### config.mk
export PLATFORM = sky130hd
export DESIGN_NAME = rv_alu
export DESIGN_NICKNAME = d
export VERILOG_FILES = /design/src/rv_pkg.sv /design/src/rv_alu.sv
export SDC_FILE = /design/constraint.sdc
export NUM_CORES = 2
export LEC_CHECK = 0
export BUFFER_PORTS_ARGS = -buffer_cell sky130_fd_sc_hd__buf_4
export CAP_MARGIN = 20
export CORE_MARGIN = 4
export CORE_UTILIZATION = 52
export DETAILED_ROUTE_END_ITERATION = 6
export PLACE_DENSITY = 0.75
export SLEW_MARGIN = 20
export SYNTH_ARGS = -nofsm -noshare
export SYNTH_HDL_FRONTEND = slang
export SYNTH_SLANG_ARGS = --single-unit
### constraint.sdc
create_clock -name vclk -period 27
set_input_delay 2.7 -clock vclk [all_inputs]
set_output_delay 2.7 -clock vclk [all_outputs]
set_load 0.03 [all_outputs]
### src/rv_pkg.sv
// shared widths, opcodes, ALU selectors and sequencer states, imported by the core and its testbench
package rv_pkg;

    // machine word and register file geometry
    localparam int XLEN     = 32;
    localparam int NUM_REGS = 32;

    typedef logic [XLEN-1:0]             xlen_t;
    typedef logic [$clog2(NUM_REGS)-1:0] reg_sel_t;

    // every instruction is one word
    localparam xlen_t INSTR_STEP = 32'd4;

    // major opcodes of the supported RV32 subset
    typedef enum logic [6:0] {
        OP_LOAD   = 7'b0000011,
        OP_IMM    = 7'b0010011,
        OP_AUIPC  = 7'b0010111,
        OP_STORE  = 7'b0100011,
        OP_REG    = 7'b0110011,
        OP_LUI    = 7'b0110111,
        OP_BRANCH = 7'b1100011
    } opcode_e;

    typedef enum logic [3:0] {
        ALU_ADD,
        ALU_SUB,
        ALU_AND,
        ALU_OR,
        ALU_XOR,
        ALU_SLL,
        ALU_SRL,
        ALU_SLT,
        ALU_SLTU,
        ALU_MUL
    } alu_op_e;

    // one instruction in flight, so a handful of states covers it
    typedef enum logic [2:0] {
        S_FETCH,
        S_WAIT_INSTR,
        S_WAIT_MEM,
        S_WAIT_DIV,
        S_HALTED
    } seq_state_e;

endpackage

### src/rv_alu.sv
// single-cycle ALU shared by register, immediate, address and branch-compare operations
`timescale 1ns/1ps

module rv_alu (
    input  rv_pkg::xlen_t   alu_a,
    input  rv_pkg::xlen_t   alu_b,
    input  rv_pkg::alu_op_e alu_op,
    output rv_pkg::xlen_t   alu_result
);
    import rv_pkg::*;

    logic [4:0] shamt;

    // shifts only look at the low five bits
    assign shamt = alu_b[4:0];

    always_comb begin
        case (alu_op)
            ALU_ADD:  alu_result = alu_a + alu_b;
            ALU_SUB:  alu_result = alu_a - alu_b;
            ALU_AND:  alu_result = alu_a & alu_b;
            ALU_OR:   alu_result = alu_a | alu_b;
            ALU_XOR:  alu_result = alu_a ^ alu_b;
            ALU_SLL:  alu_result = alu_a << shamt;
            ALU_SRL:  alu_result = alu_a >> shamt;
            ALU_SLT:  alu_result = xlen_t'($signed(alu_a) < $signed(alu_b));
            ALU_SLTU: alu_result = xlen_t'(alu_a < alu_b);
            // low word of the product, as MUL defines it
            ALU_MUL:  alu_result = alu_a * alu_b;
            default:  alu_result = alu_a + alu_b;
        endcase
    end

endmodule

## Word level (Yosys, flattened, before mapping)

Cells that the tools add are included.

- Input bits: 68
- Register bits after elaboration: 0
- Output and inout port bits: 32

- Bitwise logic cells: 3
- Muxes and demuxes: 1
- $add $sub $neg: 2
- Order comparisons: 2
- Multiply operators: 1
- Shifts and indexed selects: 2
- Eq/ne operators: 9

Operators by type and width:

| kind | count |
|---|---|
| 32-bit one-hot mux with 9 select lines | 1 |
| 32-bit < comparator | 2 |
| 32-bit adder | 1 |
| 32-bit AND | 1 |
| 32-bit by 32-bit multiplier with 32-bit output | 1 |
| 32-bit OR | 1 |
| 32-bit by 5-bit << shifter with 32-bit output | 1 |
| 32-bit by 5-bit >> shifter with 32-bit output | 1 |
| 32-bit subtractor | 1 |
| 32-bit bitwise XOR | 1 |
| 4-bit by 3-bit equality test with 1-bit output (second input constant) | 4 |
| 4-bit by 2-bit equality test with 1-bit output (second input constant) | 2 |
| 4-bit equality test (second input constant) | 2 |
| 4-bit by 1-bit equality test with 1-bit output (second input constant) | 1 |

## Longest topological paths before layout

- Depth after elaboration: 2
- Mapped depth: 30
- Gate-level depth less buffers: 27

## Worst setup path after synthesis

No wires, ideal clock.

- Path type: input to output
- Start point: input port alu_b[2]
- End point: output port alu_result[20]
- Data arrival time: 10.860 ns
- Stages: 27
- Path slack: 13.440 ns
- Path through: clkbuf_1 > inv_1 > clkbuf_1 > clkbuf_1 > clkbuf_1 > buf_1 > nor2_1 > fa_1 > inv_1 > fa_1 > fa_1 > fa_1 > inv_1 > fa_1 > ha_1 > fa_1 > fa_1 > ha_1 > clkbuf_1 > a21o_1 > a221o_1 > a31oi_1 > o2111ai_1 > nand3_1 > nor3_1 > a221o_1 > a211oi_1

- Word-level cells in the longest chain between the ends: 2
- Elaborated cells on any way between the ends: 6

RTL lines:

| element | RTL line | text |
|---|---|---|
| start: declaration | rv_alu.sv:6 | `input rv_pkg::xlen_t alu_b,` |
| 32-bit by 32-bit multiplier with 32-bit output, or another cell as far along | rv_alu.sv:29 | `ALU_MUL: alu_result = alu_a * alu_b;` |
| 32-bit one-hot mux with 9 select lines * | rv_alu.sv:18 | `case (alu_op)` |
| end: declaration | rv_alu.sv:8 | `output rv_pkg::xlen_t alu_result` |

Every way passes the cells marked *; elsewhere a longest branch is shown, timed or not.

## Worst setup path in the final report

- Start point: input port alu_a[5]
- End point: output port alu_result[24]

- Word-level cells in the longest chain between the ends: 2
- Elaborated cells on any way between the ends: 6

RTL lines:

| element | RTL line | text |
|---|---|---|
| start: declaration | rv_alu.sv:5 | `input rv_pkg::xlen_t alu_a,` |
| 32-bit by 32-bit multiplier with 32-bit output, or another cell as far along | rv_alu.sv:29 |  |
| 32-bit one-hot mux with 9 select lines * | rv_alu.sv:18 |  |

Marked as above.

==> metrics.md <==
| Metric | Value |
|---|---|
| Port Buffers | `100` |
| Worst EP required | `about 24 ns` |
| MaxCap Viol Count | `0` |
| CP Depth | `24` |
| Max_slew headroom | `between 20% and 30%` |
| RD Place Congestion | `just over 1` |
| Least-Margin Pin Slew | `between 1 and 1.5 ns` |
| Fin crit share | `approximately 51%` |
| Met3 routed wirelength | `roughly 12000 µm` |
| Top Layer Used | `met5` |
| Overflow after GRT | `0` |
| WL met2 | `between 40000 and 50000 µm` |
| Commonest non-fill, non-tap cells in the layout | `inv_1, nor2_1, fa_1` |
| DP HPWL | `around 80000 µm` |
| GRT Total Usage | `43.5%` |
| Ratio of cells with drive above 1 in the final layout | `roughly 8%` |
| DR pass1 iterations | `6` |
| Synth Instances | `2947` |
| End of the critical path | `alu_result[24]` |
| Die Span Y | `around 220 µm` |
| Antenna-violating nets left | `0` |
| Wl on met1 | `roughly 39000 µm` |
| Starting Density | `52.8%` |
| Initial antenna violation count | `6` |
| Post-CTS Hold Fix Bufs | `0` |
| Cells after DPL | `about 3500` |
| Syn avg cell area | `approximately 8 µm²` |
| Worst path most repeated cell | `fa_1` |
| First-pass GRT wire length | `approximately 150000 µm` |
| Setup ws final | `roughly 13 ns` |
| Pre-CTS WS | `13.48 ns` |
| Core area | `between 40000 and 50000 µm²` |
| Slowest-stage cell, CP | `clkinv_1` |
| Die W | `about 220 µm` |
| Distinct cell type count after synthesis | `just over 80` |
| Setup Total Neg Slack | `0 ns` |
| WP data arrival | `11.02 ns` |
| # IOs | `100` |
| Fin crit period | `about 14 ns` |
| Critical Path Source Type | `input pin` |
| Cells along the critical path | `buf_4 -> clkinv_1 -> nor2_1 -> fa_1 -> fa_1 -> fa_1 -> inv_1 -> fa_1 -> inv_1 -> ha_1 -> ha_1 -> fa_1 -> fa_1 -> ha_1 -> a21o_1 -> a21o_1 -> a221o_1 -> a31oi_1 -> o21ai_0 -> a2111oi_0 -> o311a_1 -> o31a_1 -> o21ai_0 -> buf_4` |
| Row cnt | `77` |
| Most common cell after layout, fill and taps aside | `inv_1` |
| Crit path from | `alu_a[5]` |
| Status | `finished clean` |
| Vias per cell | `6.62` |
| Total setup buffers inserted after CTS | `0` |
| Fin nets | `roughly 3600` |
| Sequential fraction of the synthesis area | `0%` |
| Slew Limit Fails | `0` |
| Vias in the first global route | `approximately 23000` |
| Total nets after synthesis | `3645` |
| Final WL | `between 100000 and 150000 µm` |
| Die area | `roughly 50000 µm²` |
| Seq cells | `0` |
| DRC Markers | `0` |
| Initial DRC Count | `2862` |
| Final non-filler cell total | `around 3500` |
| Crit path max-delay family | `adder cells` |
| Post-DP Area | `between 20000 and 25000 µm²` |
| FILL cells | `between 4000 and 5000` |
| WS Path Type | `input pin to output port` |
| Pin count of the biggest net entering global routing | `52` |
| Max Clock Freq | `~73 MHz` |
| Multi-input gate area | `20900 µm²` |
| YS warnings | `0` |
| FF/Latch Area | `0 µm²` |
| Largest stage delay, worst path | `~0.81 ns` |
| Post_cts resized | `0` |
| RSZ-0062 raised after global routing | `no` |
| Routed len/inst | `a little over 30 µm` |
| Setup Viol. Count Final | `0` |
| Mapped Area | `around 23000 µm²` |
| Crit. End Element | `output port` |
| Fin area | `around 25000 µm²` |
| Buffers & Inverters on Critical Path | `5` |
| Final hold violations | `0` |
| Area growth syn-to-layout | `4.41%` |
| Routed vias | `between 20000 and 25000` |
| Class of the worst hold path | `input pin to output port` |
| Layout clock buffer count | `0` |
| Worst Path Max Fanout | `21` |
-- through the flow --
stage,hold slack [ns],utilization [%]
after CTS,6.21,55.2
after floorplan,5.88,-
final,6.24,55.2
after detailed placement,6.22,55.2
after global placement,6.17,55.2
after global routing,6.29,55.2
-- cells in the mapped netlist, types with 17 or more instances --
master      n  area (µm²)
inv_1     474        1780
nor2_1    462        1730
fa_1      410        8210
nand2_1   315        1180
ha_1      220        2750
clkbuf_1  141         529
a21oi_1   117         586
o21ai_0   108         541
xnor2_1    67         587
mux4_2     63        1420
mux2i_1    45         450
nor3_1     38         190
buf_1      28         105
nand3_1    25         125
a211oi_1   23         173
a22oi_1    23         173
a221oi_1   20         175
buf_2      20         100
nand2b_1   19         119
a21o_1     17         128
o211ai_1   17         128
o21bai_1   17         128
-- worst min-delay path by stage --
stage | to | start | cells after the start | slack [ns]
after floorplan | alu_result[20] | alu_a[19] | 4 | 5.88
after global placement | alu_result[0] | alu_op[1] | 6 | 6.17
after detailed placement | alu_result[0] | alu_op[1] | 6 | 6.22
after CTS | alu_result[0] | alu_op[1] | 6 | 6.21
after global routing | alu_result[0] | alu_op[1] | 6 | 6.29
final | alu_result[0] | alu_op[1] | 6 | 6.24
-- layout make-up --
type	instances	area share [%]
Inverter	491	7.52
Timing Repair Buffer	134	4.10
Antenna cell	2	0.0204
Multi-Input combinational cell	2267	85.3
Tap cell	592	3.02
-- metal layers --
layer	vias up	GRT usage [%]
li1	9447	-
met4	12	27.2
met3	443	10.6
met5	-	0
met1	11400	56.1
met2	1717	66.1
-- cells by family (layout without fill, tap and decap cells) --
group                    count (synthesis)  after routing  share of synthesized area [%]
AND/OR/NAND/NOR                        954            954                           17.1
buffers and inverters                  680            625                           11.0
adder cells (fa/ha/maj)                630            630                           46.7
AO/OA/AOI/OAI                          487            487                           13.9
multiplexers                           114            114                           8.25
XOR/XNOR                                82             82                           3.06
other                                    0              2                              0
