--- config.mk ---
export PLATFORM = sky130hd
export DESIGN_NAME = rv_divider
export DESIGN_NICKNAME = d
export VERILOG_FILES = /design/src/rv_pkg.sv /design/src/rv_divider.sv
export SDC_FILE = /design/constraint.sdc
export NUM_CORES = 1
export LEC_CHECK = 0
export BUFFER_PORTS_ARGS = -buffer_cell sky130_fd_sc_hd__buf_2
export CAP_MARGIN = 15
export CORE_ASPECT_RATIO = 1.25
export CORE_MARGIN = 4
export CORE_UTILIZATION = 55
export DETAILED_ROUTE_END_ITERATION = 12
export PLACE_DENSITY = 0.81
export SKIP_CTS_REPAIR_TIMING = 1
export SYNTH_ARGS = -nofsm -noshare
export SYNTH_HDL_FRONTEND = slang
export SYNTH_SLANG_ARGS = --single-unit
--- constraint.sdc ---
create_clock -name clk -period 6.4 [get_ports clk]
set_input_delay 0.64 -clock clk [delete_from_list [all_inputs] [get_ports clk]]
set_output_delay 0.64 -clock clk [all_outputs]
set_load 0.01 [all_outputs]
--- src/rv_pkg.sv ---
// shared widths, opcodes, ALU selectors and sequencer states, imported by the core and its testbench
package rv_pkg;

    // machine word and register file geometry
    localparam int XLEN     = 32;
    localparam int NUM_REGS = 32;

    typedef logic [XLEN-1:0]             xlen_t;
    typedef logic [$clog2(NUM_REGS)-1:0] reg_sel_t;

    // every instruction is one word
    localparam xlen_t INSTR_STEP = 32'd4;

    // major opcodes of the supported RV32 subset
    typedef enum logic [6:0] {
        OP_LOAD   = 7'b0000011,
        OP_IMM    = 7'b0010011,
        OP_AUIPC  = 7'b0010111,
        OP_STORE  = 7'b0100011,
        OP_REG    = 7'b0110011,
        OP_LUI    = 7'b0110111,
        OP_BRANCH = 7'b1100011
    } opcode_e;

    typedef enum logic [3:0] {
        ALU_ADD,
        ALU_SUB,
        ALU_AND,
        ALU_OR,
        ALU_XOR,
        ALU_SLL,
        ALU_SRL,
        ALU_SLT,
        ALU_SLTU,
        ALU_MUL
    } alu_op_e;

    // one instruction in flight, so a handful of states covers it
    typedef enum logic [2:0] {
        S_FETCH,
        S_WAIT_INSTR,
        S_WAIT_MEM,
        S_WAIT_DIV,
        S_HALTED
    } seq_state_e;

endpackage

--- src/rv_divider.sv ---
// serial restoring divider for DIVU and REMU, one quotient bit per clock after a start pulse
`timescale 1ns/1ps

module rv_divider (
    input  logic          clk,
    input  logic          rst,
    input  logic          div_start,
    input  rv_pkg::xlen_t div_dividend,
    input  rv_pkg::xlen_t div_divisor,
    output logic          div_done,
    output rv_pkg::xlen_t div_quot,
    output rv_pkg::xlen_t div_rem
);
    import rv_pkg::*;

    localparam int CNT_W = $clog2(XLEN + 1);

    logic [CNT_W-1:0] steps_left;
    xlen_t            divisor_q;
    logic [XLEN:0]    partial;
    logic [XLEN:0]    trial;

    // bring down the next dividend bit, then try the subtract
    assign partial = {div_rem, div_quot[XLEN-1]};
    assign trial   = partial - {1'b0, divisor_q};

    // done fires on the cycle after the last of the XLEN steps
    always_ff @(posedge clk or posedge rst) begin
        if (rst) begin
            steps_left <= '0;
            div_done   <= 1'b0;
        end else begin
            div_done <= 1'b0;
            if (div_start) begin
                steps_left <= CNT_W'(XLEN);
            end else if (steps_left != '0) begin
                steps_left <= steps_left - 1'b1;
                div_done   <= (steps_left == CNT_W'(1));
            end
        end
    end

    // quotient shifts in from the bottom as the dividend shifts out the top
    // a zero divisor never borrows and leaves all ones and the dividend
    always_ff @(posedge clk) begin
        if (div_start) begin
            divisor_q <= div_divisor;
            div_quot  <= div_dividend;
            div_rem   <= '0;
        end else if (steps_left != '0) begin
            if (trial[XLEN]) begin
                div_rem  <= partial[XLEN-1:0];
                div_quot <= {div_quot[XLEN-2:0], 1'b0};
            end else begin
                div_rem  <= trial[XLEN-1:0];
                div_quot <= {div_quot[XLEN-2:0], 1'b1};
            end
        end
    end

endmodule

# Yosys cells after proc, flatten, opt, wreduce, memory -nomap -nowiden
# Index checks and enable logic that the tools add are counted.
dict set report word_totals {
  ff_bits 103
  latch_bits 0
  mem_bits_rw 0
  romBits 0
  input_bits 67
  out_inout_bits 65
  word_cells 18
  n_memories 0
}
dict set report classes {
  add_sub_neg 2
  mul 0
  n_div 0
  n_lt_le_gt_ge 0
  n_eq_ne 1
  shifts 0
  mux 8
  bitwise_logic 0
  n_reduce_logical 2
}
# operator count
set ops {}
lappend ops {{$mux W32} 3}
lappend ops {{$sub A33 B32 Y33} 1}
lappend ops {{$mux W6} 2}
lappend ops {{$eq A6 B1 Y1 const B} 1}
lappend ops {{$reduce_bool A6 Y1} 1}
lappend ops {{$sub A6 B1 Y6 const B} 1}
lappend ops {{$mux W1} 3}
lappend ops {{$reduce_bool A2 Y1} 1}

# Logic depth before layout (Yosys ltp)
dict set report depth {
  depth_word 4
  ltp_mapped 12
  mapped_depth_nobuf 11
}

# Worst setup path before layout
# Ideal clock, no wire load.
dict set report synth_path {
  path_type {reg2reg}
  startpoint {register div_quot[31]}
  endpoint {register div_rem[12]}
  setup_time_ns 0.091
  arrival_time_ns 2.783
  required_time_ns 6.309
  path_slack_ns 3.526
  path_stages_with_launch 13
  path_buffers 1
  synth_period_minus_slack_ns 2.874
  cell_sequence {edfxtp_1 inv_1 ha_1 fa_1 nand2b_1 a21oi_1 o21a_1 o21ai_2 a31o_4 xnor2_4 buf_6 nand2_1 a311oi_1}
}
dict set report synth_via {
  elab_chain_cells 2
}
# element line
set synth_lines {}
lappend synth_lines {{start: declaration} rv_divider.sv:11} ;# output rv_pkg::xlen_t div_quot,
lappend synth_lines {{start signal: assignment} rv_divider.sv:48} ;# div_quot <= div_dividend;
lappend synth_lines {{start signal: assignment} rv_divider.sv:53} ;# div_quot <= {div_quot[XLEN-2:0], 1'b0};
lappend synth_lines {{start signal: assignment} rv_divider.sv:56} ;# div_quot <= {div_quot[XLEN-2:0], 1'b1};
lappend synth_lines {{$sub A33 B32 Y33} rv_divider.sv:25} ;# assign trial = partial - {1'b0, divisor_q};
lappend synth_lines {{$mux W32} rv_divider.sv:51} ;# if (trial[XLEN]) begin
lappend synth_lines {{end signal: assignment} rv_divider.sv:52} ;# div_rem <= partial[XLEN-1:0];
lappend synth_lines {{end signal: assignment} rv_divider.sv:55} ;# div_rem <= trial[XLEN-1:0];
lappend synth_lines {{end: declaration} rv_divider.sv:12} ;# output rv_pkg::xlen_t div_rem
# Every way passes these cells.
# A chain may end at the register's enable or synchronous reset.

# Worst setup path after layout
dict set report layout_path {
  startpoint {register div_quot[31]}
  endpoint {register div_rem[17]}
}
# Same word-level chain as after synthesis.

==> results.cfg <==
[status]
status = complete, no violations

[synth]
avgSynthCellArea_sq_um = 10.3
yosys_warnings = 0
ys_async_sr_fraction = 0.0680
synthTopCellsByCount = edfxtp_1 (64), nand2_1 (54), a21oi_1 (46), inv_1 (46), o21ai_0 (37)
synth_most_common_cell = edfxtp_1
synth-edff-count = 64
ys_ff_latch = 103
ys_top_cells_by_area = edfxtp_1 (32%), dfxtp_1 (11%), ha_1 (7.1%), mux2_2 (6.4%), a21oi_1 (3.8%)
seq_area_frac_synth = 0.457
synthCells = 584
synth_top_area_share = 0.321
synthFlopType = edfxtp_1
yosysUniqueCellTypes = 67
synth_area_sq_um = 6000
syn_nets = 686
yosys.area.top_type = edfxtp_1

[clocking]
worst_skew_pair.late_latency_ns = 0.35
cts_sinks = 103
clk_pin_slew_worst_paths_ns = 0.08
h-tree-depth = 3
cts_tree = done
cts_buffer_depth = 2
numCtsBuffers = 9
cts_root_buf = clkbuf_16

[timing]
fin_ws_ns = 2.89
fin_crit_sh = 0.548
fin_setup_tns_ns = 0
slew_violations = 0
slew_headroom = 0.295
period_needed_ns = 3.51
finalHoldViolations = 0
setup_violations = 0
tightest_slew_ns = 1.06
clock_skew_ns = 0.00725
max_freq_mhz = 285
rsz0062_at_grt = false

[worst_setup_path]
critPathRequiredTime_ns = 6.60
reg2reg_to = div_rem[17]
cp-end-kind = flip-flop
start_kind = flip-flop
cp_max_fo = 28
arrival_ns = 3.70
critPathKind = flip-flop to flip-flop
path_cells = inv_1, ha_1, fa_1, nand2b_1, a21oi_1, o21a_1, o21ai_2, a31o_4, xnor2_4, mux2i_1, o21ai_0
r2r_cells = 11
rr_startpoint = div_quot[31]
crit_path_top_delay_cell = xnor2_4
crit_family = compound AO/OA/AOI/OAI gates
regToRegSetupSlack_ns = 2.89
worst-path-buf-inv = 1
cp_slowest_stage_delay_ns = 0.82

[floorplanning]
std_cell_rows = 42
ios = 132
die_w_um = 101
coreArea_sq_um = 10600
die_area_sq_um = 12600
start_util = 0.565
die_h_um = 125

[final_layout]
final_cell_area_sq_um = 7040
fin_cells = 841
ff_latch_area_sq_um = 2740
antennaDiodeCount = 0
drive_gt1_frac = 0.281
multi_input_area_sq_um = 2940
syn2layout_area_growth_pct = 17.4
n_fill_cell = 825
layout.nets = 806

[placed_design]
place_inst = 823
hpwl_um = 10200
io_buffers = 131
dp_slack_ns = 2.91
place_area_sq_um = 6710
place_congestion = 0.939

[drt]
vias = 4881
wl_per_cell_um = 16.9
vias_per_cell = 5.80
drc = 0
drt-met1-wl_um = 5630
totalWireLength_um = 14200
ant_nets = 0
wl_met2_um = 7060
initialDrtViolationCount = 286
first_pass_iters = 5
routed.top_layer = met4
wl_met3_um = 1040

[worst_hold_path]
worstHoldPathType = input pin to asynchronous set/reset pin

[power]
powerDensity_nw_per_um2 = 391
leakagePower_nw = 3.15
vdd_drop_max_mv = 0.199

[global_route]
grt_pass1_wl_um = 23400
grt_overflow_total = 0
grt_pass1_vias = 5000
antenna_found_initial = 0
grt_usage = 0.229
grt_max_degree = 86

[flow_run]
cap_violations = 0
routing by layer:
metal  vias to the layer above  GRT usage
li1                       2385          -
met2                       180      0.385
met3                        41     0.0655
met1                      2275      0.269
met5                         -          0
met4                         0     0.0970
cells in the final DEF, fill, tap and decap left out, drive strengths merged, types with 32 or more instances in the layout:
cell type and count:
edfxtp 64, nand2 54, o21ai 39, nor2 33, mux2 34, buf 137
ha 34, dfxtp 32, a21oi 47, inv 50
how the worst max path moves through the flow:
| stage | start | endpoint | slack (ns) | cells after the start |
|---|---|---|---|---|
| 3_3_place_gp | div_quot[31] | div_rem[26] | 3.02 | 11 |
| 4_1_cts | div_quot[31] | div_rem[12] | 2.87 | 11 |
| 6_report | div_quot[31] | div_rem[17] | 2.89 | 11 |
| 5_1_grt | div_quot[31] | div_rem[3] | 2.72 | 11 |
| 2_1_floorplan | div_quot[31] | div_rem[12] | 3.53 | 12 |
| 3_5_place_dp | div_quot[31] | div_rem[26] | 2.91 | 11 |
cells by family (layout without fill, tap and decap cells):
group / after synthesis / in the layout / share of synthesized area
fa+ha+maj: 35 / 35 / 0.0743
buf+inv: 74 / 199 / 0.0528
flops: 103 / 103 / 0.457
simple gates: 145 / 145 / 0.115
compound gates: 156 / 156 / 0.177
xor+xnor: 24 / 24 / 0.0394
mux: 47 / 47 / 0.0856
registers in the layout (all words and copies together), names as in the netlist:
register and count:
divisor_q 32, div_done 1, div_quot 32, steps_left 6
div_rem 32
stage by stage:
step	utilization	hold slack, ns	power [W]
floorplan	-	0.443	0.00187
global placement	0.632	0.485	0.00215
detailed placement	0.632	0.498	0.00219
CTS	0.659	0.208	0.00275
global route	0.663	0.228	0.00294
finish	0.663	0.208	0.00275
power breakdown:
group | total [W] | switching [W] | internal, W
logic | 0.00121 | 0.000704 | 0.000509
clock network | 0.000540 | 0.000265 | 0.000274
registers | 0.00100 | 0.000128 | 0.000873
total | 0.00275 | 0.00110 | 0.00166
area by class of cell:
class / instances / share of cell area
clock buffer: 9 / 0.0320
clock inverter: 7 / 0.00924
inverter: 46 / 0.0245
multi-input combinational: 407 / 0.418
sequential: 103 / 0.389
tap: 132 / 0.0235
timing repair buffer: 137 / 0.104
Power figures use the tool's default switching activity.
