**src/rv_pkg.sv**
```systemverilog
// shared widths, opcodes, ALU selectors and sequencer states, imported by the core and its testbench
package rv_pkg;

    // machine word and register file geometry
    localparam int XLEN     = 32;
    localparam int NUM_REGS = 32;

    typedef logic [XLEN-1:0]             xlen_t;
    typedef logic [$clog2(NUM_REGS)-1:0] reg_sel_t;

    // every instruction is one word
    localparam xlen_t INSTR_STEP = 32'd4;

    // major opcodes of the supported RV32 subset
    typedef enum logic [6:0] {
        OP_LOAD   = 7'b0000011,
        OP_IMM    = 7'b0010011,
        OP_AUIPC  = 7'b0010111,
        OP_STORE  = 7'b0100011,
        OP_REG    = 7'b0110011,
        OP_LUI    = 7'b0110111,
        OP_BRANCH = 7'b1100011
    } opcode_e;

    typedef enum logic [3:0] {
        ALU_ADD,
        ALU_SUB,
        ALU_AND,
        ALU_OR,
        ALU_XOR,
        ALU_SLL,
        ALU_SRL,
        ALU_SLT,
        ALU_SLTU,
        ALU_MUL
    } alu_op_e;

    // one instruction in flight, so a handful of states covers it
    typedef enum logic [2:0] {
        S_FETCH,
        S_WAIT_INSTR,
        S_WAIT_MEM,
        S_WAIT_DIV,
        S_HALTED
    } seq_state_e;

endpackage

```
**src/rv_sequencer.sv**
```systemverilog
// fetch/execute FSM of the core that decodes, drives the memory port and picks the writeback source
`timescale 1ns/1ps

module rv_sequencer #(
    parameter rv_pkg::xlen_t OUT_ADDR  = 32'd1000,
    parameter rv_pkg::xlen_t HALT_ADDR = 32'd1004
) (
    input  logic             clk,
    input  logic             rst,
    output rv_pkg::xlen_t    mem_addr,
    output rv_pkg::xlen_t    mem_wr_data,
    output logic             mem_rd_req,
    output logic             mem_wr_req,
    input  rv_pkg::xlen_t    mem_rd_data,
    input  logic             mem_ack,
    output rv_pkg::reg_sel_t rs1_sel,
    output rv_pkg::reg_sel_t rs2_sel,
    output rv_pkg::reg_sel_t wr_sel,
    input  rv_pkg::xlen_t    rs1_data,
    input  rv_pkg::xlen_t    rs2_data,
    output logic             wr_en,
    output rv_pkg::xlen_t    wr_data,
    output rv_pkg::xlen_t    alu_a,
    output rv_pkg::xlen_t    alu_b,
    output rv_pkg::alu_op_e  alu_op,
    input  rv_pkg::xlen_t    alu_result,
    output logic             div_start,
    output rv_pkg::xlen_t    div_dividend,
    output rv_pkg::xlen_t    div_divisor,
    input  logic             div_done,
    input  rv_pkg::xlen_t    div_quot,
    input  rv_pkg::xlen_t    div_rem,
    output rv_pkg::xlen_t    out_data,
    output logic             out_valid,
    output logic             halted
);
    import rv_pkg::*;

    localparam logic [6:0] F7_BASE   = 7'b0000000;
    localparam logic [6:0] F7_ALT    = 7'b0100000;
    localparam logic [6:0] F7_MULDIV = 7'b0000001;

    localparam logic [2:0] F3_ADD  = 3'b000;
    localparam logic [2:0] F3_SLL  = 3'b001;
    localparam logic [2:0] F3_SLT  = 3'b010;
    localparam logic [2:0] F3_SLTU = 3'b011;
    localparam logic [2:0] F3_XOR  = 3'b100;
    localparam logic [2:0] F3_SRL  = 3'b101;
    localparam logic [2:0] F3_OR   = 3'b110;
    localparam logic [2:0] F3_AND  = 3'b111;
    localparam logic [2:0] F3_DIVU = 3'b101;
    localparam logic [2:0] F3_REMU = 3'b111;
    localparam logic [2:0] F3_BEQ  = 3'b000;
    localparam logic [2:0] F3_BNE  = 3'b001;
    localparam logic [2:0] F3_WORD = 3'b010;

    seq_state_e state, state_d;
    xlen_t      pc, pc_d, pc_plus4;
    xlen_t      instr_q, instr;
    opcode_e    opcode;
    logic [2:0] funct3;
    logic [6:0] funct7;
    xlen_t      imm_i, imm_s, imm_b, imm_u;
    alu_op_e    reg_op;
    logic       reg_op_ok, reg_op_div;
    logic       rd_req_d, wr_req_d;
    xlen_t      addr_d, wdata_d;

    // decode straight off the bus in the acknowledge cycle and from the latch afterwards
    assign instr    = (state == S_WAIT_INSTR) ? mem_rd_data : instr_q;
    assign opcode   = opcode_e'(instr[6:0]);
    assign funct3   = instr[14:12];
    assign funct7   = instr[31:25];
    assign rs1_sel  = instr[19:15];
    assign rs2_sel  = instr[24:20];
    assign wr_sel   = instr[11:7];
    assign imm_i    = {{20{instr[31]}}, instr[31:20]};
    assign imm_s    = {{20{instr[31]}}, instr[31:25], instr[11:7]};
    assign imm_b    = {{19{instr[31]}}, instr[31], instr[7], instr[30:25], instr[11:8], 1'b0};
    assign imm_u    = {instr[31:12], 12'b0};
    assign pc_plus4 = pc + INSTR_STEP;

    assign div_dividend = rs1_data;
    assign div_divisor  = rs2_data;
    assign out_data     = rs2_data;
    assign halted       = (state == S_HALTED);

    // SRA and anything else unlisted in the register group fall to default
    always_comb begin
        reg_op     = ALU_ADD;
        reg_op_ok  = 1'b1;
        reg_op_div = 1'b0;
        case ({funct7, funct3})
            {F7_BASE, F3_ADD}:    reg_op = ALU_ADD;
            {F7_ALT, F3_ADD}:     reg_op = ALU_SUB;
            {F7_BASE, F3_SLL}:    reg_op = ALU_SLL;
            {F7_BASE, F3_SLT}:    reg_op = ALU_SLT;
            {F7_BASE, F3_SLTU}:   reg_op = ALU_SLTU;
            {F7_BASE, F3_XOR}:    reg_op = ALU_XOR;
            {F7_BASE, F3_SRL}:    reg_op = ALU_SRL;
            {F7_BASE, F3_OR}:     reg_op = ALU_OR;
            {F7_BASE, F3_AND}:    reg_op = ALU_AND;
            {F7_MULDIV, F3_ADD}:  reg_op = ALU_MUL;
            {F7_MULDIV, F3_DIVU},
            {F7_MULDIV, F3_REMU}: reg_op_div = 1'b1;
            default:              reg_op_ok = 1'b0;
        endcase
    end

    always_comb begin
        state_d   = state;
        pc_d      = pc;
        rd_req_d  = mem_rd_req & ~mem_ack;
        wr_req_d  = mem_wr_req & ~mem_ack;
        addr_d    = mem_addr;
        wdata_d   = mem_wr_data;
        alu_a     = rs1_data;
        alu_b     = rs2_data;
        alu_op    = ALU_ADD;
        wr_en     = 1'b0;
        wr_data   = alu_result;
        div_start = 1'b0;
        out_valid = 1'b0;
        case (state)
            S_FETCH: begin
                rd_req_d = 1'b1;
                addr_d   = pc;
                state_d  = S_WAIT_INSTR;
            end
            S_WAIT_INSTR: begin
                if (mem_ack) begin
                    // pc moves on here and the wait states only finish the instruction
                    state_d = S_FETCH;
                    pc_d    = pc_plus4;
                    case (opcode)
                        OP_IMM: begin
                            alu_b = imm_i;
                            if (funct3 == F3_ADD) begin
                                wr_en = 1'b1;
                            end else begin
                                state_d = S_HALTED;
                            end
                        end
                        OP_REG: begin
                            alu_op = reg_op;
                            if (reg_op_div) begin
                                div_start = 1'b1;
                                state_d   = S_WAIT_DIV;
                            end else if (reg_op_ok) begin
                                wr_en = 1'b1;
                            end else begin
                                state_d = S_HALTED;
                            end
                        end
                        OP_LUI: begin
                            wr_en   = 1'b1;
                            wr_data = imm_u;
                        end
                        OP_AUIPC: begin
                            alu_a = pc;
                            alu_b = imm_u;
                            wr_en = 1'b1;
                        end
                        OP_BRANCH: begin
                            // compare through the ALU subtract
                            alu_op = ALU_SUB;
                            if (funct3 != F3_BEQ && funct3 != F3_BNE) begin
                                state_d = S_HALTED;
                            end else if ((alu_result == '0) == (funct3 == F3_BEQ)) begin
                                pc_d = pc + imm_b;
                            end
                        end
                        OP_LOAD: begin
                            alu_b = imm_i;
                            if (funct3 == F3_WORD) begin
                                rd_req_d = 1'b1;
                                addr_d   = alu_result;
                                state_d  = S_WAIT_MEM;
                            end else begin
                                state_d = S_HALTED;
                            end
                        end
                        OP_STORE: begin
                            alu_b = imm_s;
                            if (funct3 != F3_WORD || alu_result == HALT_ADDR) begin
                                state_d = S_HALTED;
                            end else if (alu_result == OUT_ADDR) begin
                                out_valid = 1'b1;
                            end else begin
                                wr_req_d = 1'b1;
                                addr_d   = alu_result;
                                wdata_d  = rs2_data;
                                state_d  = S_WAIT_MEM;
                            end
                        end
                        default: state_d = S_HALTED;
                    endcase
                end
            end
            S_WAIT_MEM: begin
                if (mem_ack) begin
                    state_d = S_FETCH;
                    if (opcode == OP_LOAD) begin
                        wr_en   = 1'b1;
                        wr_data = mem_rd_data;
                    end
                end
            end
            S_WAIT_DIV: begin
                if (div_done) begin
                    state_d = S_FETCH;
                    wr_en   = 1'b1;
                    wr_data = (funct3 == F3_REMU) ? div_rem : div_quot;
                end
            end
            // halted holds until reset
            default: state_d = S_HALTED;
        endcase
    end

    always_ff @(posedge clk or posedge rst) begin
        if (rst) begin
            state      <= S_FETCH;
            pc         <= '0;
            mem_rd_req <= 1'b0;
            mem_wr_req <= 1'b0;
        end else begin
            state      <= state_d;
            pc         <= pc_d;
            mem_rd_req <= rd_req_d;
            mem_wr_req <= wr_req_d;
        end
    end

    always_ff @(posedge clk) begin
        mem_addr    <= addr_d;
        mem_wr_data <= wdata_d;
        if (state == S_WAIT_INSTR && mem_ack) begin
            instr_q <= mem_rd_data;
        end
    end

endmodule

```
**config.mk**
```make
export PLATFORM = sky130hd
export DESIGN_NAME = rv_sequencer
export DESIGN_NICKNAME = d
export VERILOG_FILES = /design/src/rv_pkg.sv /design/src/rv_sequencer.sv
export SDC_FILE = /design/constraint.sdc
export NUM_CORES = 1
export LEC_CHECK = 0
export BUFFER_PORTS_ARGS = -buffer_cell sky130_fd_sc_hd__buf_4
export CORE_AREA = 2 2 183 185
export CTS_CLUSTER_DIAMETER = 80
export DETAILED_ROUTE_END_ITERATION = 8
export DIE_AREA = 0 0 185 187
export GPL_ROUTABILITY_DRIVEN = 0
export PLACE_DENSITY = 0.65
export SKIP_CTS_REPAIR_TIMING = 1
export SLEW_MARGIN = 5
export SYNTH_ARGS = -nofsm -noshare
export SYNTH_HDL_FRONTEND = slang
export SYNTH_SLANG_ARGS = --single-unit
export TNS_END_PERCENT = 5
```
**constraint.sdc**
```tcl
create_clock -name clk -period 7.1 [get_ports clk]
set_clock_uncertainty 0.15 [all_clocks]
set_input_delay 0.355 -clock clk [delete_from_list [all_inputs] [get_ports clk]]
set_output_delay 0.355 -clock clk [all_outputs]
set_load 0.02 [all_outputs]
```
# After elaboration in Yosys (flattened, before gate mapping)
# Cells that the tools add are included.
dict set report totals {
  elab_cells 135
  ff_bits 133
  out_inout_bits 281
  in_bits 196
}
dict set report classes {
  mux 68
  reduce_logical 17
  n_eq_ne 36
  addsub 2
  bitwise 5
}
# op n
set ops {}
lappend ops {{2-to-1 mux 32 bit} 19}
lappend ops {{case mux 32 bit (3 select lines)} 2}
lappend ops {{case mux 32 bit (2 select lines)} 2}
lappend ops {{== test 32 x 10 -> 1 bit, second input constant} 2}
lappend ops {{== test 10 x 3 -> 1 bit, second input constant} 4}
lappend ops {{case mux 4 bit (9 select lines)} 1}
lappend ops {{adder 32 x 3 -> 32 bit, second input constant} 1}
lappend ops {{adder 32 bit} 1}
lappend ops {{logical NOT 32 bit} 1}
lappend ops {{== test 10 x 4 -> 1 bit, second input constant} 3}
lappend ops {{2-to-1 mux 3 bit} 9}
lappend ops {{2-to-1 mux 1 bit} 26}
lappend ops {{== test 7 x 6 -> 1 bit, second input constant} 3}
lappend ops {{== test 10 x 2 -> 1 bit, second input constant} 2}
lappend ops {{case mux 3 bit (6 select lines)} 1}
lappend ops {{== test 7 x 5 -> 1 bit, second input constant} 2}
lappend ops {{case mux 3 bit (4 select lines)} 1}
lappend ops {{OR reduction 12 bit} 1}
lappend ops {{== test 10 x 1 -> 1 bit, second input constant} 1}
lappend ops {{== test 10 x 9 -> 1 bit, second input constant} 1}
lappend ops {{logical NOT 10 bit} 1}
lappend ops {{== test 3 x 2 -> 1 bit, second input constant} 3}
lappend ops {{!= test 3 bit, second input constant} 3}
lappend ops {{2-to-1 mux 4 bit} 2}
lappend ops {{other kinds (24)} 36}

# Logic depth before layout (Yosys ltp)
# Gate-level depths: netlist (run 1).
dict set report logic_depth {
  ltp_word 10
  ltp_mapped 18
  mapped_depth_nobuf 13
}

# Least setup slack after synthesis (run 1)
# No wires, ideal clock.
dict set report synth_timing {
  kind {reg-to-reg}
  from {register state[1]}
  to {register mem_addr[0], enable pin}
  path_buffers 3
  setup_ps 470
  path_slack_ps 1650
  path_stages_with_launch 9
  required_ps 6480
  arrival_time_ps 4830
  period_less_slack_ps 5450
  path_cell_list {dfrtp_1 -> buf_2 -> nor3b_4 -> buf_6 -> buf_2 -> mux2i_1 -> nand3_1 -> or4_1 -> a211oi_1}
}
dict set report synth_via {
  elab_chain_cells 6
  word_cells_on_any_way 15
  cone_classes {eq/ne (10); mux (1); reduce/logical (4)}
}
# element line
set synth_lines {}
lappend synth_lines {{from (decl)} rv_sequencer.sv:57} ;# seq_state_e state, state_d;
lappend synth_lines {{from (signal assigned)} rv_sequencer.sv:228} ;# state <= state_d;
lappend synth_lines {{== test 3 x 1 -> 1 bit} {rv_sequencer.sv:70, rv_sequencer.sv:124}}
lappend synth_lines {{2-to-1 mux 32 bit} rv_sequencer.sv:70} ;# assign instr = (state == S_WAIT_INSTR) ? mem_rd_data : instr_q;
lappend synth_lines {{!= test 3 x 2 -> 1 bit} rv_sequencer.sv:185} ;# if (funct3 != F3_WORD || alu_result == HALT_ADDR) begin
lappend synth_lines {{logical OR 1 bit} rv_sequencer.sv:185}
lappend synth_lines {{!= test 3 bit (no line)} --}
lappend synth_lines {{AND reduction 6 bit (no line) (*)} --}
lappend synth_lines {{to (signal assigned)} rv_sequencer.sv:236} ;# mem_addr <= addr_d;
lappend synth_lines {{to (decl)} rv_sequencer.sv:10} ;# output rv_pkg::xlen_t mem_addr,
# Every way passes the cells marked *; elsewhere a longest branch is shown, timed or not.
# A chain may end at the register's enable or synchronous reset.

# Worst setup path after layout (run 1)
dict set report layout_timing {
  from {register state[0]}
  to {register pc[31]}
}
dict set report layout_via {
  elab_chain_cells 7
  word_cells_on_any_way 13
  cone_classes {add/sub (1); eq/ne (4); mux (4); reduce/logical (4)}
}
# element line
set layout_lines {}
lappend layout_lines {{== test 3 x 1 -> 1 bit (*)} {rv_sequencer.sv:70, rv_sequencer.sv:124}}
lappend layout_lines {{branches (longest 6 deep; another with adder 32 bit)} --}
lappend layout_lines {{to (signal assigned)} rv_sequencer.sv:229} ;# pc <= pc_d;
lappend layout_lines {{to (decl)} rv_sequencer.sv:58} ;# xlen_t pc, pc_d, pc_plus4;
# Mark *: on every way between the ends.

==> summary.md, run 1 <==
| Metric | Value |
|---|---|
| Status | `finished, final reports clean` |
| Synth Cell Area | `10200 sq um` |
| Logic pwr share | `29.0%` |
| CTS Buf Count | `17` |
| Core area | `~33000 sq um` |
| # rows | `67` |
| Worst slew pin tran | `1080 ps` |
| Share of power burned in registers | `35.3%` |
| Avg Vias per Cell | `5.40` |
| CP dominant cell by count | `a211oi_1` |
| Final min period | `5260 ps` |
| NetSw | `0.000851 W` |
| Final instance area | `14600 sq um` |
| Wire per inst | `23.0 um` |
| # fillers | `3229` |
| Total iterations of the first detailed-routing run | `5` |
| CP arrival | `5420 ps` |
| Final hold viol count | `0` |
| Htree depth | `4` |
| Vias | `10900` |
| Max Freq | `190 MHz` |
| Int Pwr | `0.00181 W` |
| Peak VDD IR | `0.000123 V` |
| Syn Inst Count | `1153` |
| Area Overhead vs Synth | `42.7%` |
| Ys Warns | `0` |
| CTS tree | `built` |
| Syn Nets | `1381` |
| Clock-pin slew on the worst setup and hold paths | `around 70 ps` |
| Die height | `187 um` |
| Setup repair after global routing missed its margin | `false` |
| Initial Util | `a little over 30%` |
| Final Max Slew Viols | `0` |
| CP cell instances | `nor3b_4, buf_12, mux2i_1, inv_1, ha_1, a21oi_1, o21ai_0, a211oi_1, o21ai_0, a211oi_1, a211oi_1, a2111oi_4, o21ai_2, xnor2_1` |
| Final Cycle Share | `74.1%` |
| Placed wire-length estimate | `35200 um` |
| Clock sink count | `132` |
| Placed instance count | `about 1900` |
| Synth Flop Type | `edfxtp_1` |
| IO Count | `roughly 480` |
| Pwr dens | `183 nW/um^2` |
| Final instance count without filler cells | `2011` |
| Setup TNS | `0 ps` |
| Gr usage total | `25.5%` |
| Die area | `34600 sq um` |
| Clk buf depth | `2` |
| Switching share of total power | `between 30% and 40%` |
| Pin count of the biggest net entering global routing | `80` |
| Post-synth EDFFs | `96` |
| Netlist cell types | `67` |
| Setup CP Type | `register to register` |
| Clock Latency Late Sink | `around 430 ps` |
| Core Util, Final | `44.3%` |
| CP endpoint kind | `register` |
| Syn avg cell area | `roughly 8.8 sq um` |
| Ys async rst share | `a little over a quarter` |
| Placed instance area | `13500 sq um` |
| Slowest-stage cell, CP | `mux2i_1` |
| Final WL | `46300 um` |
| Clock power share | `35.7%` |
| DRC violations left | `0` |
| Layout Nets | `~1800` |
| Max-Cap Viols | `0` |
| CP Max Fanout | `just under 80` |
| Top delay family on crit path | `compound AO/OA/AOI/OAI gates` |
| Slowest cell delay on critical path | `between 700 and 800 ps` |
| Register bit total from synthesis | `132` |
| Type of the tightest min-delay check | `primary input to register` |
| Die W | `185 um` |
| Setup violations, final | `0` |
| Initial drt markers | `about 980` |
| Worst Setup Start Kind | `register` |
| Diodes inserted | `0` |
| Initial antenna violation count | `0` |
| Required time worst endpoint | `7260 ps` |
| Clock root buffer | `clkbuf_16` |
| Antenna Nets Post-Route | `0` |
| First-pass GRT wire length | `65400 um` |
| Slew margin rel. | `between 20% and 30%` |
| Port-buffer cells | `476` |
| Sequential cell area fraction in the yosys report | `37.1%` |
| Pleak | `6.39 nW` |
| Total global routing overflow | `0` |
| CP bufs+invs | `2` |
| Vias in the first global route | `9731` |
| Layout cell share with drive strength beyond 1 | `about two fifths` |
routing by layer:
layer,share of wire (%),track usage [%],vias up
met3,8.5,4.44,88
met2,47,41.0,625
met1,41,34.0,5185
met4,3.9,9.98,0
met5,0,0,-
li1,-,-,4960
registers in the layout (all words and copies together), names as in the netlist, named ones only:
name,flops
mem_rd_req,1
instr_q,32
mem_wr_data,32
state,3
pc,31
mem_addr,32
power by group through the flow:
stage	sequential [W]	combinational (W)	clock (W)
2_1_floorplan	0.000976	0.000390	0
5_1_grt	0.000948	0.000816	0.000997
4_1_cts	0.000940	0.000745	0.000961
6_report	0.000940	0.000770	0.000950
3_3_place_gp	0.000952	0.000736	0
3_5_place_dp	0.000954	0.000741	0
synth_stat cells, types with 5 or more instances:
cell type  instances  area share, %
nand4_1           10           0.61
o22a_1             6           0.52
nor3_1            19           0.93
o21ai_1            6           0.29
dfrtp_1           36            8.8
nor2_1            55            2.0
clkbuf_1          34            1.3
ha_1              31            3.8
nor4_1            15           0.92
mux2i_1           13            1.3
nand3_1           33            1.6
xor2_1             9           0.77
o21ai_0           53            2.6
a21o_1            14            1.0
or3_1              7           0.43
or4_1              6           0.44
buf_6              6           0.66
inv_1             20           0.74
mux2_2            52            5.7
a221o_1           52            5.1
buf_2             19           0.93
xnor2_1           22            1.9
buf_4             96            7.1
and3_1            10           0.61
a21oi_1          117            5.7
a211oi_1           7           0.52
o22ai_1            7           0.43
edfxtp_1          96             28
a31oi_1           10           0.61
and2_1             5           0.31
o211ai_1           6           0.44
nand2_1          223            8.2
final cells by class:
| type | instances | area (sq um) | area share (%) |
|---|---|---|---|
| clock buffer | 18 | 429 | 2.95 |
| timing repair buffer | 538 | 4170 | 28.7 |
| inverter | 22 | 82.6 | 0.567 |
| tap | 448 | 561 | 3.85 |
| sequential | 132 | 3780 | 26.0 |
| clock inverter | 13 | 185 | 1.27 |
| multi-input combinational | 840 | 5340 | 36.7 |
kinds of logic (layout without fill, tap and decap cells):
kind of cell	after synthesis	count (layout)	synth area share, %
fa+ha+maj	32	32	4.00
simple gates	402	402	18.0
compound gates	309	309	20.2
buf+inv	181	591	10.9
mux	66	66	7.16
flops	132	132	37.1
xor+xnor	31	31	2.66
cells in the final DEF (no fill, tap or decap), types with 3 or more instances in the layout:
cell type,netlist,layout
a21oi_1,117,117
and2_1,5,4
buf_4,96,489
nand3_1,33,33
a221o_1,52,52
inv_1,20,20
bufinv_16,0,4
o21ai_1,6,6
o21bai_1,3,3
o22ai_1,7,7
nor3b_1,3,3
nand4_1,10,10
dlygate4sd3_1,0,48
and3_1,10,10
nand2b_1,3,3
nor2_1,55,54
o21ai_0,53,53
edfxtp_1,96,96
o22a_1,6,6
clkinv_4,0,5
a211oi_1,7,6
dfrtp_1,36,36
nor3_1,19,18
ha_1,31,31
a31oi_1,10,10
xnor2_1,22,22
xor2_1,9,9
o211ai_1,6,6
mux2i_1,13,13
mux2_2,52,52
nand2_1,223,222
o41ai_1,4,4
or4_1,6,5
clkbuf_16,0,17
or3_1,7,6
nor4_1,15,14
a21o_1,14,14
final timing paths:
kind / end / depth (start not counted) / slack, ps / startpoint
worst max-delay path: pc[31]$_DFFE_PP0P_ / 14 / 1840 / state[0]$_DFFE_PP0P_
worst min-delay path: instr_q[19]$_DFFE_PP_ / 1 / 20 / mem_rd_data[19]
worst max register to register: pc[31]$_DFFE_PP0P_ / 14 / 1840 / state[0]$_DFFE_PP0P_
worst min register to register: register / 1 / 340 / register
max in group asynchronous: pc[3]$_DFFE_PP0P_ / 4 / 5880 / rst
min in group asynchronous: pc[30]$_DFFE_PP0P_ / 4 / 480 / rst
through the flow:
stage	power, W	worst slack [ps]	hold slack (ps)
after global placement	0.00169	2170	330
after CTS	0.00265	1940	-58.9
after global routing	0.00276	1430	0.682
after detailed placement	0.00170	1970	337
after floorplan	0.00137	1650	304
final	0.00266	1840	18.6
No activity file was read; power rests on OpenSTA's default activity.
==> run 2: changes to the inputs <==
==> constraint.sdc (replaced) <==
create_clock -name clk -period 5.1 [get_ports clk]
set_clock_uncertainty 0.15 [all_clocks]
set_input_delay 0.255 -clock clk [delete_from_list [all_inputs] [get_ports clk]]
set_output_delay 0.255 -clock clk [all_outputs]
set_load 0.02 [all_outputs]
==> run 2 against run 1 <==
  * Wire length rose by 1.7%
  * First-iteration DRC count grew 0.82%
  * Clock power grew 35%
  * Hold slack lost 0.68 ps
  * Core utilization is 0.81 points higher
  * Cell count grew 1.8%
  * Critical endpoint is now wr_data[29]
  * Largest power group is now sequential cells
==> summary.md, run 2 (synthesis results as in run 1) <==
| Metric | Value |
|---|---|
| Status | `finished, final reports clean` |
| Worst slack at placement | `436 ps (-1530 ps)` |
| Final hold viol count | `0 (unchanged)` |
| CP bufs+invs | `4 (+2)` |
| CTS tree | `built` |
| Layout cell share with drive strength beyond 1 | `38.3% (+0.23 points)` |
| Hold-critical path depth | `3 (+2)` |
| Pleak | `6.53 nW (+2.2%)` |
| Slowest-stage cell, CP | `dfrtp_1` |
| Pwr dens | `248 nW/um^2 (+36%)` |
| Worst path depth | `12 (-2)` |
| Initial antenna violation count | `2 (+2)` |
| Slowest cell delay on critical path | `510 ps (-240 ps)` |
| Vias | `11100 (+2.7%)` |
| Total iterations of the first detailed-routing run | `5 (unchanged)` |
| Max Freq | `208 MHz` |
| Avg Vias per Cell | `5.45 (+0.87%)` |
| # rows | `67 (unchanged)` |
| Final instance area | `14800 sq um (+1.8%)` |
| CTS Buf Count | `17 (unchanged)` |
| Final WL | `47100 um (+1.7%)` |
| Type of the tightest min-delay check | `primary input to register` |
| Slew margin rel. | `14.0% (-14 points)` |
| Final min period | `4800 ps` |
| CP endpoint kind | `primary output` |
| Setup TNS | `0 ps (unchanged)` |
| Area Overhead vs Synth | `45.3%` |
| Setup violations, final | `0 (unchanged)` |
| Core area | `32900 sq um (unchanged)` |
| CP Max Fanout | `25 (-68%)` |
| Worst Setup Start Kind | `register` |
| R2r setup slk | `590 ps (-1250 ps)` |
| Worst slew pin tran | `1290 ps (+212 ps)` |
| Core Util, Final | `45.1% (+0.81 points)` |
| Gr usage total | `25.4% (-0.088 points)` |
| FF+latch area | `3780 sq um (unchanged)` |
| Initial drt markers | `986 (+0.82%)` |
| CP cell instances | `nor3b_4, buf_4, buf_4, or3_1, o22a_1, or2_1, nor4_1, nand3b_1, a21o_1, buf_4, a221o_1, buf_4` |
| Max-Cap Viols | `0 (unchanged)` |
| Vias in the first global route | `9755 (+0.25%)` |
| Pin count of the biggest net entering global routing | `46 (-43%)` |
| R2r worst-path depth | `16 (+2)` |
| Antenna Nets Post-Route | `0 (unchanged)` |
| Port-buffer cells | `476 (unchanged)` |
| Placed instance count | `1943 (+0.57%)` |
| Die area | `34600 sq um (unchanged)` |
| IO Count | `477 (unchanged)` |
| Largest regs | `instr_q: 32 flops, mem_addr: 32 flops, mem_wr_data: 32 flops` |
| Clock-pin slew on the worst setup and hold paths | `60 ps (about the same)` |
| Final Max Slew Viols | `0 (unchanged)` |
| Placed wire-length estimate | `36300 um (+3.0%)` |
| Die W | `185 um (unchanged)` |
| Peak VDD IR | `0.000184 V (+49%)` |
| Initial Util | `31.0% (unchanged)` |
| Die height | `187 um (unchanged)` |
| CP arrival | `4390 ps (-1030 ps)` |
| DRC violations left | `0 (unchanged)` |
| Clk buf depth | `2 (unchanged)` |
| Placed instance area | `13500 sq um (+0.52%)` |
| First-pass GRT wire length | `65100 um (-0.39%)` |
| Layout Nets | `1813 (+1.9%)` |
| Clock root buffer | `clkbuf_16` |
| Setup repair after global routing missed its margin | `false` |
| Final Cycle Share | `94.1%` |
| Top delay family on crit path | `simple AND/OR/NAND/NOR gates` |
| Setup CP Type | `register to primary output` |
| Most frequent cells in the layout | `507 x buf_4, 222 x nand2_1, 117 x a21oi_1, 96 x edfxtp_1, 65 x dlygate4sd3_1` |
| CP dominant cell by count | `buf_4` |
| Clock sink count | `132 (unchanged)` |
| Final instance count without filler cells | `2047 (+1.8%)` |
| Worst Slack Setup Final | `302 ps (-1540 ps)` |
| Commonest non-fill, non-tap cell in the layout | `buf_4` |
| # fillers | `3172 (-1.8%)` |
| Clock Latency Late Sink | `430 ps (about the same)` |
| Multi-input gate area | `5340 sq um (unchanged)` |
| Required time worst endpoint | `4700 ps (-2560 ps)` |
| Htree depth | `4 (unchanged)` |
| Wire per inst | `23.0 um (about the same)` |
| Total global routing overflow | `0 (unchanged)` |
## run 2: cell types whose count changed in the layout (fill, tap and decap cells not counted), sizes merged
| cell | before | now |
|---|---|---|
| buf | 490 | 507 |
| dlygate4sd3 | 48 | 65 |
| clkbuf | 18 | 20 |
| clkinv | 9 | 7 |
| clkinvlp | 1 | 3 |
| bufinv | 4 | 3 |
| diode | 0 | 1 |
## run 2: worst paths after layout
check / from / to
hold / removal: alu_result[28] / mem_addr[28]$_DFFE_PP_
setup reg to reg: state[0]$_DFFE_PP0P_ / pc[31]$_DFFE_PP0P_
max in group asynchronous: rst / pc[12]$_DFFE_PP0P_
hold reg to reg: register / register
setup / recovery: state[0]$_DFFE_PP0P_ / wr_data[29]
min in group asynchronous: rst / pc[20]$_DFFE_PP0P_
## run 2: per-stage QoR
stage	hold slack (ps)	power (W)
after global placement	294	0.00235
final	17.9	0.00368
after detailed placement	296	0.00236
after floorplan	204	0.00190
after CTS	-157	0.00363
after global routing	18.5	0.00380
## run 2: layout make-up
cell class	instances	share of cell area, %
Multi-Input combinational cell	840	36.0
Timing Repair Buffer	572	30.1
Sequential cell	132	25.5
Tap cell	448	3.78
Clock buffer	20	2.95
Clock inverter	12	1.06
Inverter	22	0.557
Antenna cell	1	0.0169
## run 2: routing by layer
layer	routed length [um]	track usage, %
met1	19000	33.5
met2	22800	42.6
met5	0	0
met3	3730	3.68
met4	1580	8.12
## run 2: worst register-to-register path, cell delays in order, from the launching register on
cell and delay, ps:
dfrtp_1 560, nor3b_4 250, buf_4 200, buf_4 150, mux2i_1 340, clkinv_1 310
ha_1 450, o211ai_1 140, o211ai_1 270, a211oi_1 150, o21ai_0 280, a211oi_1 150
buf_4 170, a211o_1 280, a2111oi_4 310, o21ai_2 80, xnor2_1 140
## run 2: power breakdown
part	switching, W	internal, W
clock	0.000509	0.000770
combinational	0.000614	0.000478
sequential	0.0000684	0.00124
total	0.00119	0.00249
==> run 3: changes to the inputs <==
--- a/config.mk
+++ b/config.mk
@@ -6,10 +6,10 @@
 export NUM_CORES = 1
 export LEC_CHECK = 0
 export BUFFER_PORTS_ARGS = -buffer_cell sky130_fd_sc_hd__buf_4
-export CORE_AREA = 2 2 183 185
+export CORE_AREA = 4 4 185 187
 export CTS_CLUSTER_DIAMETER = 80
 export DETAILED_ROUTE_END_ITERATION = 8
-export DIE_AREA = 0 0 185 187
+export DIE_AREA = 0 0 189 191
 export GPL_ROUTABILITY_DRIVEN = 0
 export PLACE_DENSITY = 0.65
 export SKIP_CTS_REPAIR_TIMING = 1
==> run 3 against run 2 <==
  * The flow now finishes with violations (hold timing)
  * Global-route usage down 1.0 points
  * Count of clock-buffer cells in the layout down 2
  * Core utilization up 0.50 points
  * Sequential cell count unchanged
  * Sequential share of layout area about the same
  * Setup slack better by 30 ps
  * Critical path type unchanged
  * Critical endpoint is now wr_data[27]
  * Largest cell class unchanged
  * Highest routed layer unchanged
==> summary.md, run 3 (synthesis results as in run 1) <==
| Metric | Value |
|---|---|
| Clock Latency Late Sink | `430 ps (about the same)` |
| # rows | `66 (-1.5%)` |
| Worst Setup Start Kind | `register` |
| CP Max Fanout | `32 (+28%)` |
| Total global routing overflow | `0 (unchanged)` |
| Fin Hold WS | `-0.881 ps (-18.8 ps)` |
| Die height | `191 um (+2.1%)` |
| First-pass GRT wire length | `66400 um (+1.9%)` |
| CP endpoint kind | `primary output` |
| Pwr dens | `248 nW/um^2 (about the same)` |
| DRC violations left | `0 (unchanged)` |
| Setup violations, final | `0 (unchanged)` |
| Most frequent cells in the layout | `499 x buf_4, 222 x nand2_1, 117 x a21oi_1, 96 x edfxtp_1, 65 x dlygate4sd3_1` |
| Layout Nets | `1807 (-0.33%)` |
| Core Util, Final | `45.6% (+0.50 points)` |
| Layout cell share with drive strength beyond 1 | `38.1% (-0.23 points)` |
| Total iterations of the first detailed-routing run | `5 (unchanged)` |
| Top delay family on crit path | `compound AO/OA/AOI/OAI gates` |
| CTS tree | `built` |
| Commonest non-fill, non-tap cell in the layout | `buf_4` |
| FF+latch area | `3780 sq um (unchanged)` |
| Multi-input gate area | `5350 sq um (+0.19%)` |
| Slowest cell delay on critical path | `550 ps (+40 ps)` |
| Slowest-stage cell, CP | `dfrtp_1` |
| Setup TNS | `0 ps (unchanged)` |
| Peak VDD IR | `0.000148 V (-19%)` |
| CP cell instances | `nor3b_4, buf_4, buf_4, nand4b_1, o22a_1, nor2_2, nand2_1, o31ai_1, nand2_1, a21o_4, a221o_1, buf_4` |
| CP bufs+invs | `3 (-1)` |
| Worst slew pin tran | `865 ps (-423 ps)` |
| Final min period | `4770 ps (-29.6 ps)` |
| Core area | `32500 sq um (-1.2%)` |
| Placed wire-length estimate | `37300 um (+2.7%)` |
| Clk buf depth | `2 (unchanged)` |
| Antenna Nets Post-Route | `0 (unchanged)` |
| Gr usage total | `24.4% (-1.0 points)` |
| Port-buffer cells | `476 (unchanged)` |
| Largest regs | `instr_q: 32 flops, mem_addr: 32 flops, mem_wr_data: 32 flops` |
| Clock sink count | `132 (unchanged)` |
| Final Cycle Share | `93.5% (-0.58 points)` |
| CTS Buf Count | `17 (unchanged)` |
| Type of the tightest min-delay check | `primary input to register` |
| Avg Vias per Cell | `5.45 (about the same)` |
| Clock-pin slew on the worst setup and hold paths | `60 ps (about the same)` |
| Final hold viol count | `1 (+1)` |
| Status | `finished, violations left` |
| Pleak | `6.52 nW (-0.18%)` |
| Area Overhead vs Synth | `45.1%` |
| Die W | `189 um (+2.2%)` |
| Wire per inst | `23.6 um (+2.6%)` |
| Failing checks | `hold timing` |
| Initial drt markers | `986 (unchanged)` |
| Clock root buffer | `clkbuf_16` |
| Die area | `36100 sq um (+4.3%)` |
| Vias in the first global route | `9970 (+2.2%)` |
| # fillers | `3100 (-2.3%)` |
| Pin count of the biggest net entering global routing | `46 (unchanged)` |
| Final Max Slew Viols | `0 (unchanged)` |
| Slew margin rel. | `41.8% (+28 points)` |
| Vias | `11100 (-0.53%)` |
| Max Freq | `210 MHz (+0.62%)` |
| Initial antenna violation count | `0 (-2)` |
| Max-Cap Viols | `0 (unchanged)` |
| Setup CP Type | `register to primary output` |
| IO Count | `477 (unchanged)` |
| Initial Util | `31.4% (+0.39 points)` |
| Final WL | `48100 um (+2.0%)` |
| Htree depth | `4 (unchanged)` |
| CP arrival | `4360 ps (-30 ps)` |
| Setup repair after global routing missed its margin | `false` |
| CP dominant cell by count | `buf_4` |
| Required time worst endpoint | `4700 ps (about the same)` |
run 3: cell types whose count changed in the layout (fill, tap and decap cells not counted), moves of 2 or more:
cell        before  now
buf_4          507  499
clkinv_1         1    4
clkinvlp_4       3    0
buf_12           0    2
clkbuf_1         3    1
inv_6            0    2
run 3: final timing paths:
path | start | end | slack, ps | cells after the start
setup / recovery | state[0]$_DFFE_PP0P_ | wr_data[27] | 330 | 12
hold / removal | alu_result[0] | mem_addr[0]$_SDFFCE_PN0P_ | -0.9 | 2
setup reg to reg | state[0]$_DFFE_PP0P_ | pc[28]$_DFFE_PP0P_ | 450 | 12
hold reg to reg | register | register | 370 | 1
max in group asynchronous | rst | pc[3]$_DFFE_PP0P_ | 3940 | 4
min in group asynchronous | rst | pc[1]$_DFFE_PP0P_ | 440 | 4
run 3: per-layer routing:
layer,GRT usage (%),vias up,part of all wire (%)
met3,4.73,97,8.5
met2,39.6,661,48
li1,-,5014,-
met1,32.4,5317,40
met4,9.16,0,3.6
met5,0,-,0
run 3: area by class of cell:
type,count,share of cell area (%)
inverter,22,0.558
timing repair buffer,566,30.0
sequential,132,25.6
clock inverter,14,1.08
tap,442,3.74
multi-input combinational,840,36.1
clock buffer,18,2.90
antenna,1,0.0169
run 3: metrics by stage:
step / worst slack, ps / cells / cell area (sq um) / total power [W]
CTS: -18.9 / 1968 / 14100 / 0.00365
finish: 332 / 2035 / 14800 / 0.00367
floorplan: 3.55 / 1153 / 10200 / 0.00190
global placement: 590 / 1936 / 13500 / 0.00236
global route: 121 / 2034 / 14800 / 0.00382
detailed placement: 455 / 1936 / 13500 / 0.00237
run 3: report_power, final:
group          internal, W  switching [W]  leakage, nW
sequential         0.00124      0.0000720         1.35
combinational     0.000477       0.000615         4.87
clock             0.000766       0.000502        0.291
total              0.00248        0.00119         6.52
